[src/hdl/csi2_rx_pkg.sv]
package csi2_rx_pkg;

  // Data identifier sits in the low byte of a header word
  typedef struct packed {
    logic [1:0] vc;
    logic [5:0] dt;
  } csi2_di_t;

  typedef struct packed {
    logic [7:0]  ecc;
    logic [15:0] wc;
    csi2_di_t    di;
  } csi2_long_hdr_t;

  typedef struct packed {
    logic [7:0]  ecc;
    logic [15:0] data;
    csi2_di_t    di;
  } csi2_short_hdr_t;

  typedef union packed {
    csi2_long_hdr_t  long_hdr;
    csi2_short_hdr_t short_hdr;
  } csi2_hdr_t;

  localparam logic [5:0] LONG_DT_MIN = 6'h10;

  // Parity masks over header bits 23..0, P5 first
  localparam logic [5:0][23:0] ECC_MASKS = {
    24'hEFFC00,
    24'hDF03F0,
    24'hB8E38E,
    24'h749A6D,
    24'hF2555B,
    24'hF12CB7
  };

  localparam logic [15:0] CRC_POLY = 16'h8408;
  localparam logic [15:0] CRC_SEED = 16'hFFFF;

  typedef enum logic [1:0] {
    KIND_NONE    = 2'd0,
    KIND_PAYLOAD = 2'd1,
    KIND_CRC     = 2'd2
  } byte_kind_t;

endpackage

[src/hdl/csi2_word_if.sv]
`timescale 1ns/100ps

interface csi2_word_if;

  logic [31:0]                   data;
  logic                          valid;
  logic                          hdr;
  csi2_rx_pkg::byte_kind_t [3:0] kind;   // One code per byte lane
  logic                          last;
  logic [2:0]                    nbytes; // Valid bytes in the final word

  modport ctrl (
    output data, valid, hdr, kind, last, nbytes
  );

  modport crc (
    input data, valid, hdr, kind, last
  );

  modport out (
    input data, valid, hdr, last, nbytes
  );

endinterface

[src/hdl/csi2_header_ecc.sv]
`timescale 1ns/100ps

module csi2_header_ecc
(
  input  csi2_rx_pkg::csi2_hdr_t hdr_i,
  output csi2_rx_pkg::csi2_hdr_t hdr_o,
  output logic                   corrected_o,
  output logic                   uncorrectable_o
);

logic [23:0] hdr_bits;
logic [5:0]  parity;
logic [5:0]  syndrome;
logic [23:0] flip;
logic        ecc_err;

assign hdr_bits = hdr_i[23:0];

always_comb
  begin
    for( int p = 0; p < 6; p++ )
      parity[p] = ^( hdr_bits & csi2_rx_pkg::ECC_MASKS[p] );
  end

assign syndrome = parity ^ hdr_i.long_hdr.ecc[5:0];

// Each data bit has its own column of weight three or more
always_comb
  begin
    logic [5:0] column;
    flip = '0;
    for( int d = 0; d < 24; d++ )
      begin
        for( int p = 0; p < 6; p++ )
          column[p] = csi2_rx_pkg::ECC_MASKS[p][d];
        if( syndrome == column )
          flip[d] = 1'b1;
      end
  end

assign ecc_err = $onehot( syndrome ); // A lone parity bit was hit

always_comb
  begin
    hdr_o       = hdr_i;
    hdr_o[23:0] = hdr_bits ^ flip;
    if( ecc_err )
      hdr_o.long_hdr.ecc[5:0] = hdr_i.long_hdr.ecc[5:0] ^ syndrome;
  end

assign corrected_o     = ( |flip ) || ecc_err;
assign uncorrectable_o = ( syndrome != 6'd0 ) && !corrected_o;

endmodule

[src/hdl/csi2_pkt_ctrl.sv]
`timescale 1ns/100ps

module csi2_pkt_ctrl
(
  input                   clk_i,
  input                   srst_i,
  input        [31:0]     data_i,
  input                   valid_i,
  input                   error_i,
  output logic            phy_rst_o,
  csi2_word_if.ctrl       word_o,
  output logic            short_o,
  output logic            ecc_corr_o
);

csi2_rx_pkg::csi2_hdr_t hdr_fix;
logic                   hdr_corr;
logic                   hdr_bad;
logic                   valid_d1;
logic                   pkt_running;
logic [16:0]            byte_cnt;
logic                   hdr_slot;
logic                   header_valid;
logic                   long_pkt;
logic                   data_word;
logic                   last_word;

csi2_header_ecc header_ecc
(
  .hdr_i           ( data_i   ),
  .hdr_o           ( hdr_fix  ),
  .corrected_o     ( hdr_corr ),
  .uncorrectable_o ( hdr_bad  )
);

// First valid word after a gap while idle
assign hdr_slot     = valid_i && !valid_d1 && !error_i && !pkt_running;
assign header_valid = hdr_slot && !hdr_bad;
assign long_pkt     = header_valid && hdr_fix.long_hdr.di.dt >= csi2_rx_pkg::LONG_DT_MIN;
assign short_o      = header_valid && !long_pkt;
assign data_word    = pkt_running && valid_i && !error_i;
assign last_word    = data_word && byte_cnt <= 17'd4;
assign phy_rst_o    = short_o || last_word || error_i || ( hdr_slot && hdr_bad );

always_ff @( posedge clk_i )
  if( srst_i )
    valid_d1 <= 1'b0;
  else
    valid_d1 <= valid_i;

always_ff @( posedge clk_i )
  if( srst_i )
    pkt_running <= 1'b0;
  else
    if( long_pkt )
      pkt_running <= 1'b1;
    else
      if( phy_rst_o )
        pkt_running <= 1'b0;

// Bytes still to come, footer included
always_ff @( posedge clk_i )
  if( srst_i )
    byte_cnt <= '0;
  else
    if( long_pkt )
      byte_cnt <= 17'( hdr_fix.long_hdr.wc ) + 17'd2;
    else
      if( error_i || last_word )
        byte_cnt <= '0;
      else
        if( data_word )
          byte_cnt <= byte_cnt - 17'd4;

always_ff @( posedge clk_i )
  if( srst_i )
    ecc_corr_o <= 1'b0;
  else
    ecc_corr_o <= header_valid && hdr_corr; // Lines up with the header on the output

assign word_o.data   = header_valid ? hdr_fix : data_i;
assign word_o.valid  = header_valid || data_word;
assign word_o.hdr    = header_valid;
assign word_o.last   = last_word;
assign word_o.nbytes = last_word ? byte_cnt[2:0] : 3'd4;

// The footer is the final two bytes and may straddle two words
always_comb
  begin
    for( int i = 0; i < 4; i++ )
      if( !data_word )
        word_o.kind[i] = csi2_rx_pkg::KIND_NONE;
      else
        if( byte_cnt > 17'( i + 2 ) )
          word_o.kind[i] = csi2_rx_pkg::KIND_PAYLOAD;
        else
          if( byte_cnt > 17'( i ) )
            word_o.kind[i] = csi2_rx_pkg::KIND_CRC;
          else
            word_o.kind[i] = csi2_rx_pkg::KIND_NONE;
  end

endmodule

[src/hdl/csi2_payload_crc.sv]
`timescale 1ns/100ps

module csi2_payload_crc
(
  input              clk_i,
  input              srst_i,
  csi2_word_if.crc   word_i,
  output logic       crc_err_o
);

logic [15:0] crc;
logic [15:0] crc_next;
logic [15:0] footer;
logic [15:0] footer_next;

// Reflected CCITT, one byte LSB first
function automatic logic [15:0] crc_byte
(
  input logic [15:0] crc_in,
  input logic [7:0]  byte_in
);
  logic [15:0] c;
  c = crc_in ^ { 8'h00, byte_in };
  for( int k = 0; k < 8; k++ )
    if( c[0] )
      c = ( c >> 1 ) ^ csi2_rx_pkg::CRC_POLY;
    else
      c = c >> 1;
  return c;
endfunction

always_comb
  begin
    crc_next    = crc;
    footer_next = footer;
    for( int i = 0; i < 4; i++ )
      if( word_i.kind[i] == csi2_rx_pkg::KIND_PAYLOAD )
        crc_next = crc_byte( crc_next, word_i.data[8*i +: 8] );
      else
        if( word_i.kind[i] == csi2_rx_pkg::KIND_CRC )
          footer_next = { word_i.data[8*i +: 8], footer_next[15:8] }; // First byte ends up low
  end

always_ff @( posedge clk_i )
  if( word_i.valid )
    if( word_i.hdr )
      crc <= csi2_rx_pkg::CRC_SEED;
    else
      begin
        crc    <= crc_next;
        footer <= footer_next;
      end

always_ff @( posedge clk_i )
  if( srst_i )
    crc_err_o <= 1'b0;
  else
    if( word_i.valid && word_i.last )
      crc_err_o <= crc_next != footer_next;
    else
      crc_err_o <= 1'b0;

endmodule

[src/hdl/csi2_axis_out.sv]
`timescale 1ns/100ps

module csi2_axis_out
(
  input               clk_i,
  input               srst_i,
  csi2_word_if.out    word_i,
  input               short_i,
  output logic [31:0] tdata_o,
  output logic        tvalid_o,
  output logic [3:0]  tstrb_o,
  output logic        tlast_o
);

always_ff @( posedge clk_i )
  if( srst_i )
    begin
      tvalid_o <= 1'b0;
      tdata_o  <= '0;
    end
  else
    if( word_i.valid )
      begin
        tvalid_o <= 1'b1;
        tdata_o  <= word_i.data;
      end
    else
      begin
        tvalid_o <= 1'b0;
        tdata_o  <= '0;
      end

// Partial strobe only on the final word of a long packet
always_ff @( posedge clk_i )
  if( srst_i )
    tstrb_o <= '0;
  else
    if( word_i.valid && word_i.last )
      for( int i = 0; i < 4; i++ )
        tstrb_o[i] <= 3'( i ) < word_i.nbytes;
    else
      tstrb_o <= '1;

always_ff @( posedge clk_i )
  if( srst_i )
    tlast_o <= 1'b0;
  else
    if( word_i.valid && ( word_i.last || ( word_i.hdr && short_i ) ) )
      tlast_o <= 1'b1;
    else
      tlast_o <= 1'b0;

endmodule

[src/hdl/csi2_rx_packetizer.sv]
`timescale 1ns/100ps

module csi2_rx_packetizer
(
  input               clk_i,
  input               srst_i,
  input        [31:0] data_i,
  input               valid_i,
  input               error_i,
  output logic        phy_rst_o,
  output logic [31:0] tdata_o,
  output logic        tvalid_o,
  output logic [3:0]  tstrb_o,
  output logic        tlast_o,
  output logic        ecc_corr_o,
  output logic        crc_err_o
);

logic short_pkt;

csi2_word_if word_bus();

csi2_pkt_ctrl pkt_ctrl
(
  .clk_i      ( clk_i      ),
  .srst_i     ( srst_i     ),
  .data_i     ( data_i     ),
  .valid_i    ( valid_i    ),
  .error_i    ( error_i    ),
  .phy_rst_o  ( phy_rst_o  ),
  .word_o     ( word_bus   ),
  .short_o    ( short_pkt  ),
  .ecc_corr_o ( ecc_corr_o )
);

csi2_payload_crc payload_crc
(
  .clk_i     ( clk_i     ),
  .srst_i    ( srst_i    ),
  .word_i    ( word_bus  ),
  .crc_err_o ( crc_err_o )
);

csi2_axis_out axis_out
(
  .clk_i    ( clk_i     ),
  .srst_i   ( srst_i    ),
  .word_i   ( word_bus  ),
  .short_i  ( short_pkt ),
  .tdata_o  ( tdata_o   ),
  .tvalid_o ( tvalid_o  ),
  .tstrb_o  ( tstrb_o   ),
  .tlast_o  ( tlast_o   )
);

endmodule

[config.mk]
export PLATFORM = sky130hd
export DESIGN_NAME = csi2_rx_packetizer
export DESIGN_NICKNAME = d
export VERILOG_FILES = /design/src/hdl/csi2_rx_pkg.sv /design/src/hdl/csi2_word_if.sv /design/src/hdl/csi2_header_ecc.sv /design/src/hdl/csi2_pkt_ctrl.sv /design/src/hdl/csi2_payload_crc.sv /design/src/hdl/csi2_axis_out.sv /design/src/hdl/csi2_rx_packetizer.sv
export SDC_FILE = /design/constraint.sdc
export NUM_CORES = 1
export LEC_CHECK = 0
export ABC_AREA = 1
export BUFFER_PORTS_ARGS = -buffer_cell sky130_fd_sc_hd__buf_2
export CAP_MARGIN = 15
export CORE_UTILIZATION = 55
export DETAILED_ROUTE_END_ITERATION = 10
export HOLD_SLACK_MARGIN = 0.02
export PLACE_DENSITY = 0.8
export SYNTH_ARGS = -nofsm -noshare
export SYNTH_HDL_FRONTEND = slang
export SYNTH_HIERARCHICAL = 1
export SYNTH_SLANG_ARGS = --single-unit
[constraint.sdc]
create_clock -name clk_i -period 10.2 [get_ports clk_i]
set_clock_uncertainty 0.15 [all_clocks]
set_input_delay 1.53 -clock clk_i [delete_from_list [all_inputs] [get_ports clk_i]]
set_output_delay 1.53 -clock clk_i [all_outputs]
set_load 0.02 [all_outputs]
==> impl_results.md, run 1 <==
* Status: finished clean
* # Post-CTS Setup Buffers at 0
* Final Util at 61.3%
* WHS Path Cells at 2
* Placer Congestion at 1.03
* Die H at 142 um
* Synth Area in Compound Gates at 8.69%
* TritonCTS Sinks at 91
* Remaining antenna violation count at 0
* Final hold violation count at 0
* Clock transition at path regs at 0.07 ns
* Worst Setup Start Kind: input port
* Global route overflow at 0
* Crit-path max cell delay at 0.62 ns
* Pin count of the biggest net entering global routing at 35
* IO Pins at 77
* Drt first pass iters at 6
* Psw at 1.13 mW
* Starting density of the core at 56.8%
* CTS max path bufs at 2
* Worst reg2reg path depth at 32
* Tcrit/Tclk final at 91.8%
* Port Buf Inserts at 76
* Power density over the cells at 186 nW/um^2
* Aggregate global-route resource usage at 37.2%
* P_leak at 6.33 nW
* Total CTS buffers at 9
* Setup CP Type: input port to flop
* Core Box Area at 18900 sq um
* Post-synthesis average cell area at 5.66 sq um
* Peak fanout along the critical path at 15
* CP most frequent cell: nand2_1
* Register area share after synthesis at 20.0%
* Final #Nets at 1995
* Synth cell types at 50
* CTS root buffer: clkbuf_16
* CTS tree: done
* Final WL at 37100 um
* XOR/XNOR Fraction of Synth Area at 3.66%
* Initial DRC Count at 1572
* Width of the chip at 142 um
* Sequential share of power at 21.9%
* Async S/R FF share, synth at 0%
* Post-synthesis cell count at 1894
* Clock power share at 16.8%
* First-pass GRT wire length at 57100 um
* Fin. max-slew vios at 0
* FF+latch area at 2140 sq um
* Slowest cell on crit path: or3b_2
* Layout area overhead at 7.96%
* Ant diodes at 0
* Synth Area in Adders at 1.19%
* Mux cell area share after synthesis at 0%
* Vias per inst at 5.61
* Area occupied by multi-input gates at 7390 sq um
* Net Sw Frac at 52.5%
* Final setup vio count at 0
* Comb pwr share at 61.3%
* Hold crit path type: flop to flop
* Min Tclk post-route at 9.36 ns
* Post-Synthesis Cell Area at 10700 sq um
* Power Internal at 1.02 mW
* Main flop type after synthesis: dfxtp_1
* Vias in the first global route at 10500
* RSZ-0062 raised after global routing: false
* Syn_nets at 1939
* DRC at 0
* Slew at the pin closest to its max-slew limit at 1.10 ns
* Die area at 20100 sq um
* Relative slew margins at 25.9%
* Number of flops mapped to enable cells by yosys at 32
* Total negative slack at 0 ns
* Peak VDD IR at 111 uV
* Vias at 12400
* Critical Path Sink Type: flop
* Antenna violations before repair at 1
* Hold_buf cts at 0
* Hold Worst Slack at 0.340 ns
* Post-CTS sizing at 0
* Fraction of layout cells with a size suffix above 1 at 15.7%
* Largest family of logic cells by synthesized area: simple AND/OR/NAND/NOR gates
* Clock latency on the worst-skew pair at 0.35 ns
* Register bit total from synthesis at 91
* Max Cap Violations at 0
* Max H-tree Level at 3
* Post-Synth Simple-Gate Area at 55.3%
* Wire per inst at 16.8 um
* Max Fclk at 107 MHz
* Yosys warnings at 6
* Fillers at 1960
* Cell Rows at 50
* Worst EP required at 10.29 ns
* Dpl hpwl at 30000 um
* Crit path arrival time at 9.45 ns
## cell usage in the layout, fill, tap and decap left out, drive strengths merged
cell type / n
nand4: 18
edfxtp: 32
o211a: 1
a221oi: 1
bufinv: 1
clkinv: 5
xor2: 37
nor4: 2
nand3b: 4
buf: 89
inv: 248
a31o: 1
a211o: 1
or2: 3
nor2: 149
o211ai: 4
o21ai: 126
nor3: 8
ha: 7
nand2: 808
a31oi: 2
clkbuf: 10
o21a: 1
and2: 1
xnor2: 7
a221o: 1
dfxtp: 59
nand3: 295
o21bai: 1
fa: 2
or3b: 1
a21oi: 29
## per-layer routing
layer / vias up / global-route usage (%) / routed length [um]
met4: 0 / 11.8 / 1160
met1: 5577 / 53.6 / 16400
met5: - / 0 / 0
met3: 62 / 9.08 / 4480
met2: 686 / 54.1 / 15000
li1: 6106 / - / -
## through the flow
stage	power [mW]	area [sq um]	worst slack, ns	cells
3_5_place_dp	1.76	11300	0.732	2199
3_3_place_gp	1.74	11300	0.817	2198
5_1_grt	2.31	11600	0.317	2214
4_1_cts	2.12	11600	1.05	2214
2_1_floorplan	1.41	10700	2.11	1894
6_report	2.16	11600	0.838	2214
## registers in the layout, summed over array words and instances (netlist names)
| signal | count |
|---|---|
| axis_out/tdata_o | 32 |
| axis_out/tlast_o | 1 |
| axis_out/tstrb_o | 4 |
| axis_out/tvalid_o | 1 |
| payload_crc/crc | 16 |
| payload_crc/crc_err_o | 1 |
| payload_crc/footer | 16 |
| pkt_ctrl/byte_cnt | 17 |
| pkt_ctrl/ecc_corr_o | 1 |
| pkt_ctrl/pkt_running | 1 |
| pkt_ctrl/valid_d1 | 1 |
## Yosys cell counts (2+ instances only)
cell type,n,area [sq um]
a21oi_1,19,95.1
a21oi_2,10,87.6
a31oi_1,2,12.5
buf_1,3,11.3
buf_2,8,40.0
buf_4,4,30.0
buf_6,7,78.8
clkbuf_1,21,78.8
clkinv_1,3,11.3
dfxtp_1,59,1180
edfxtp_1,32,961
fa_1,2,40.0
ha_1,7,87.6
inv_1,216,811
inv_2,29,109
nand2_1,714,2680
nand2_2,83,519
nand2_4,11,124
nand3_1,255,1280
nand3_2,33,330
nand3_4,7,123
nand3b_1,4,30.0
nand4_1,18,113
nor2_1,128,480
nor2_2,14,87.6
nor2_4,7,78.8
nor3_1,7,35.0
nor4_1,2,12.5
o211ai_1,4,30.0
o21ai_0,107,536
o21ai_1,17,85.1
or2_2,2,12.5
xnor2_1,7,61.3
xor2_1,36,315
## critical path, delay by kind of cell
| kind | cells | cell delay, ns |
|---|---|---|
| AND/OR/NAND/NOR | 48 | 5.26 |
| adder cells (fa/ha/maj) | 5 | 1.53 |
| buffers and inverters | 8 | 1.12 |
## cells by family (layout without fill, tap and decap cells)
group	Yosys count	in the layout
flip-flops	91	91
AO/OA/AOI/OAI	168	168
XOR/XNOR	44	44
adder cells (fa/ha/maj)	9	9
AND/OR/NAND/NOR	1289	1289
buffers and inverters	293	353
## final timing paths
| path | from | slack (ns) | end |
|---|---|---|---|
| worst min register to register | pkt_ctrl/pkt_running | 0.34 | pkt_ctrl/pkt_running |
| worst min-delay path | pkt_ctrl/pkt_running | 0.34 | pkt_ctrl/pkt_running |
| worst max register to register | pkt_ctrl/byte_cnt[10] | 4.56 | payload_crc/crc_err_o |
| worst max-delay path | data_i[5] | 0.84 | payload_crc/crc_err_o |
## power by group through the flow
stage,Sequential [mW],Combinational [mW],Clock (mW)
finish,0.473,1.32,0.362
global route,0.477,1.45,0.381
CTS,0.472,1.28,0.365
detailed placement,0.480,1.28,0
global placement,0.480,1.26,0
floorplan,0.487,0.927,0
## layout make-up
class	instances	share of cell area [%]
multi-input cells	1510	63.8
well taps	260	2.81
repair buffers	89	4.13
flip-flops and latches	91	18.5
clock buffers	10	2.16
clock inverters	5	0.508
inverters	249	8.09
No activity file was read; power rests on OpenSTA's default activity.
==> run 2: changes to the inputs <==
Settings changed: MAX_ROUTING_LAYER set to met4.
==> impl_results.md, run 2 (synthesized netlist as in run 1, its figures left out) <==
* Status: finished clean
* Port Buf Inserts at 76 (unchanged)
* Hold crit path type: flop to flop
* Remaining antenna violation count at 0 (unchanged)
* Worst EP required at 10.30 ns (about the same)
* Min Tclk post-route at 9.36 ns (-0.00184 ns)
* Max FFs per register at 32 (unchanged)
* Tcrit/Tclk final at 91.8% (about the same)
* Clock transition at path regs at 0.08 ns (about the same)
* Crit-path max cell delay at 0.63 ns (about the same)
* Max Cap Violations at 0 (unchanged)
* Wire per inst at 16.9 um (+1.0%)
* Aggregate global-route resource usage at 38.6% (+1.4 points)
* CTS max path bufs at 2 (unchanged)
* Worst Setup Start Kind: input port
* Peak VDD IR at 99.4 uV (-10%)
* Reg2reg end: payload_crc/crc_err_o
* Width of the chip at 142 um (unchanged)
* Final hold violation count at 0 (unchanged)
* Power density over the cells at 185 nW/um^2 (-0.77%)
* Max H-tree Level at 3 (unchanged)
* Hold Path End: pkt_ctrl/pkt_running
* Die area at 20100 sq um (unchanged)
* Fin. max-slew vios at 0 (unchanged)
* Vias per inst at 5.61 (about the same)
* Post-CTS sizing at 0 (unchanged)
* Initial DRC Count at 1495 (-4.9%)
* Final setup vio count at 0 (unchanged)
* CTS tree: done
* Clock latency on the worst-skew pair at 0.36 ns (about the same)
* P_leak at 6.33 nW (about the same)
* Worst reg2reg path depth at 32 (unchanged)
* WHS Path Cells at 2 (unchanged)
* Vias at 12400 (+0.016%)
* Final #Nets at 1995 (unchanged)
* Starting density of the core at 56.8% (unchanged)
* Largest regs: axis_out/tdata_o x32, pkt_ctrl/byte_cnt x17
* Fillers at 1976 (+0.82%)
* Vias in the first global route at 10700 (+1.5%)
* Global route overflow at 0 (unchanged)
* Hold Worst Slack at 0.359 ns (+0.0194 ns)
* TritonCTS Sinks at 91 (unchanged)
* CP most frequent cell: nand2_1
* Final WL at 37500 um (+1.0%)
* Drt first pass iters at 6 (unchanged)
* Ant diodes at 0 (unchanged)
* Cell Rows at 50 (unchanged)
* CTS root buffer: clkbuf_16
* R2R Path Start: pkt_ctrl/byte_cnt[11]
* Commonest non-fill, non-tap cell in the layout: nand2_1
* R2R Setup Slk at 4.74 ns (+0.18 ns)
* Total CTS buffers at 9 (unchanged)
* Setup CP Type: input port to flop
* Total negative slack at 0 ns (unchanged)
* Biggest register: axis_out/tdata_o
* Critical Path Sink Type: flop
* RSZ-0062 raised after global routing: false
* Crit path arrival time at 9.46 ns (about the same)
* IO Pins at 77 (unchanged)
* Fraction of layout cells with a size suffix above 1 at 15.8% (+0.043 points)
* Pin count of the biggest net entering global routing at 35 (unchanged)
* Peak fanout along the critical path at 23 (+8)
* Final Util at 61.3% (about the same)
* First-pass GRT wire length at 57700 um (+0.97%)
* DRC at 0 (unchanged)
* Antenna violations before repair at 0 (-1)
* Core Box Area at 18900 sq um (unchanged)
* # Post-CTS Setup Buffers at 0 (unchanged)
* Max Fclk at 107 MHz (about the same)
* Layout area overhead at 7.93% (about the same)
* Dpl hpwl at 30200 um (+0.63%)
* Most frequent cells in the layout: nand2_1 (714), nand3_1 (255), inv_1 (216)
* Slowest cell on crit path: or3b_2
* Placer Congestion at 1.02 (-1.2%)
* Die H at 142 um (unchanged)
* Hold_buf cts at 0 (unchanged)
* Relative slew margins at 28.2% (+2.3 points)
* Slew at the pin closest to its max-slew limit at 1.07 ns (-0.0347 ns)
* HP Start: pkt_ctrl/pkt_running
-- run 2: cell count changes in the layout (fill, tap and decap cells not counted), sizes merged --
| cell | delta |
|---|---|
| clkinv | +2 |
| bufinv | -1 |
| clkbuf | -1 |
| inv | +1 |
-- run 2: critical path, delay by kind of cell --
kind,cells,cell delay [ns]
simple gates,48,5.46
fa+ha+maj,5,1.64
buf+inv,6,0.81
-- run 2: worst max-delay path by stage --
stage               start                    end  slack (ns)  cells after the start
6_report       data_i[22]  payload_crc/crc_err_o        0.84                     59
2_1_floorplan   data_i[5]  payload_crc/crc_err_o        2.11                     59
3_3_place_gp   data_i[22]  payload_crc/crc_err_o        0.82                     59
4_1_cts        data_i[22]  payload_crc/crc_err_o        1.04                     59
5_1_grt        data_i[22]  payload_crc/crc_err_o        0.30                     60
3_5_place_dp   data_i[22]  payload_crc/crc_err_o        0.67                     59
-- run 2: metal layers --
layer	vias to the layer above	track usage [%]	part of all wire, %
met2	656	55.6	41
met1	5591	55.1	46
li1	6119	-	-
met4	0	11.9	3.1
met5	-	-	0
met3	67	5.94	11
-- run 2: final cells by class --
class	instances	area, sq um	share of cell area, %
clock buffer	9	225	1.95
clock inverter	7	81.3	0.703
inverter	249	937	8.10
multi-input combinational	1510	7390	63.8
sequential	91	2140	18.5
tap	260	325	2.81
timing repair buffer	89	478	4.13
-- run 2: power breakdown --
group          internal, mW  leakage (nW)  switching (mW)
logic                 0.376          5.40           0.943
registers             0.442         0.773          0.0300
clock network         0.175         0.150           0.174
-- run 2: per-stage QoR --
stage                     power [mW]  cell area [sq um]  worst slack, ns  std cells
after floorplan                 1.41              10700             2.11       1894
after global placement          1.74              11300            0.823       2199
after detailed placement        1.75              11300            0.675       2199
after CTS                       2.11              11600             1.04       2215
after global routing            2.29              11600            0.304       2215
final                           2.14              11600            0.839       2215
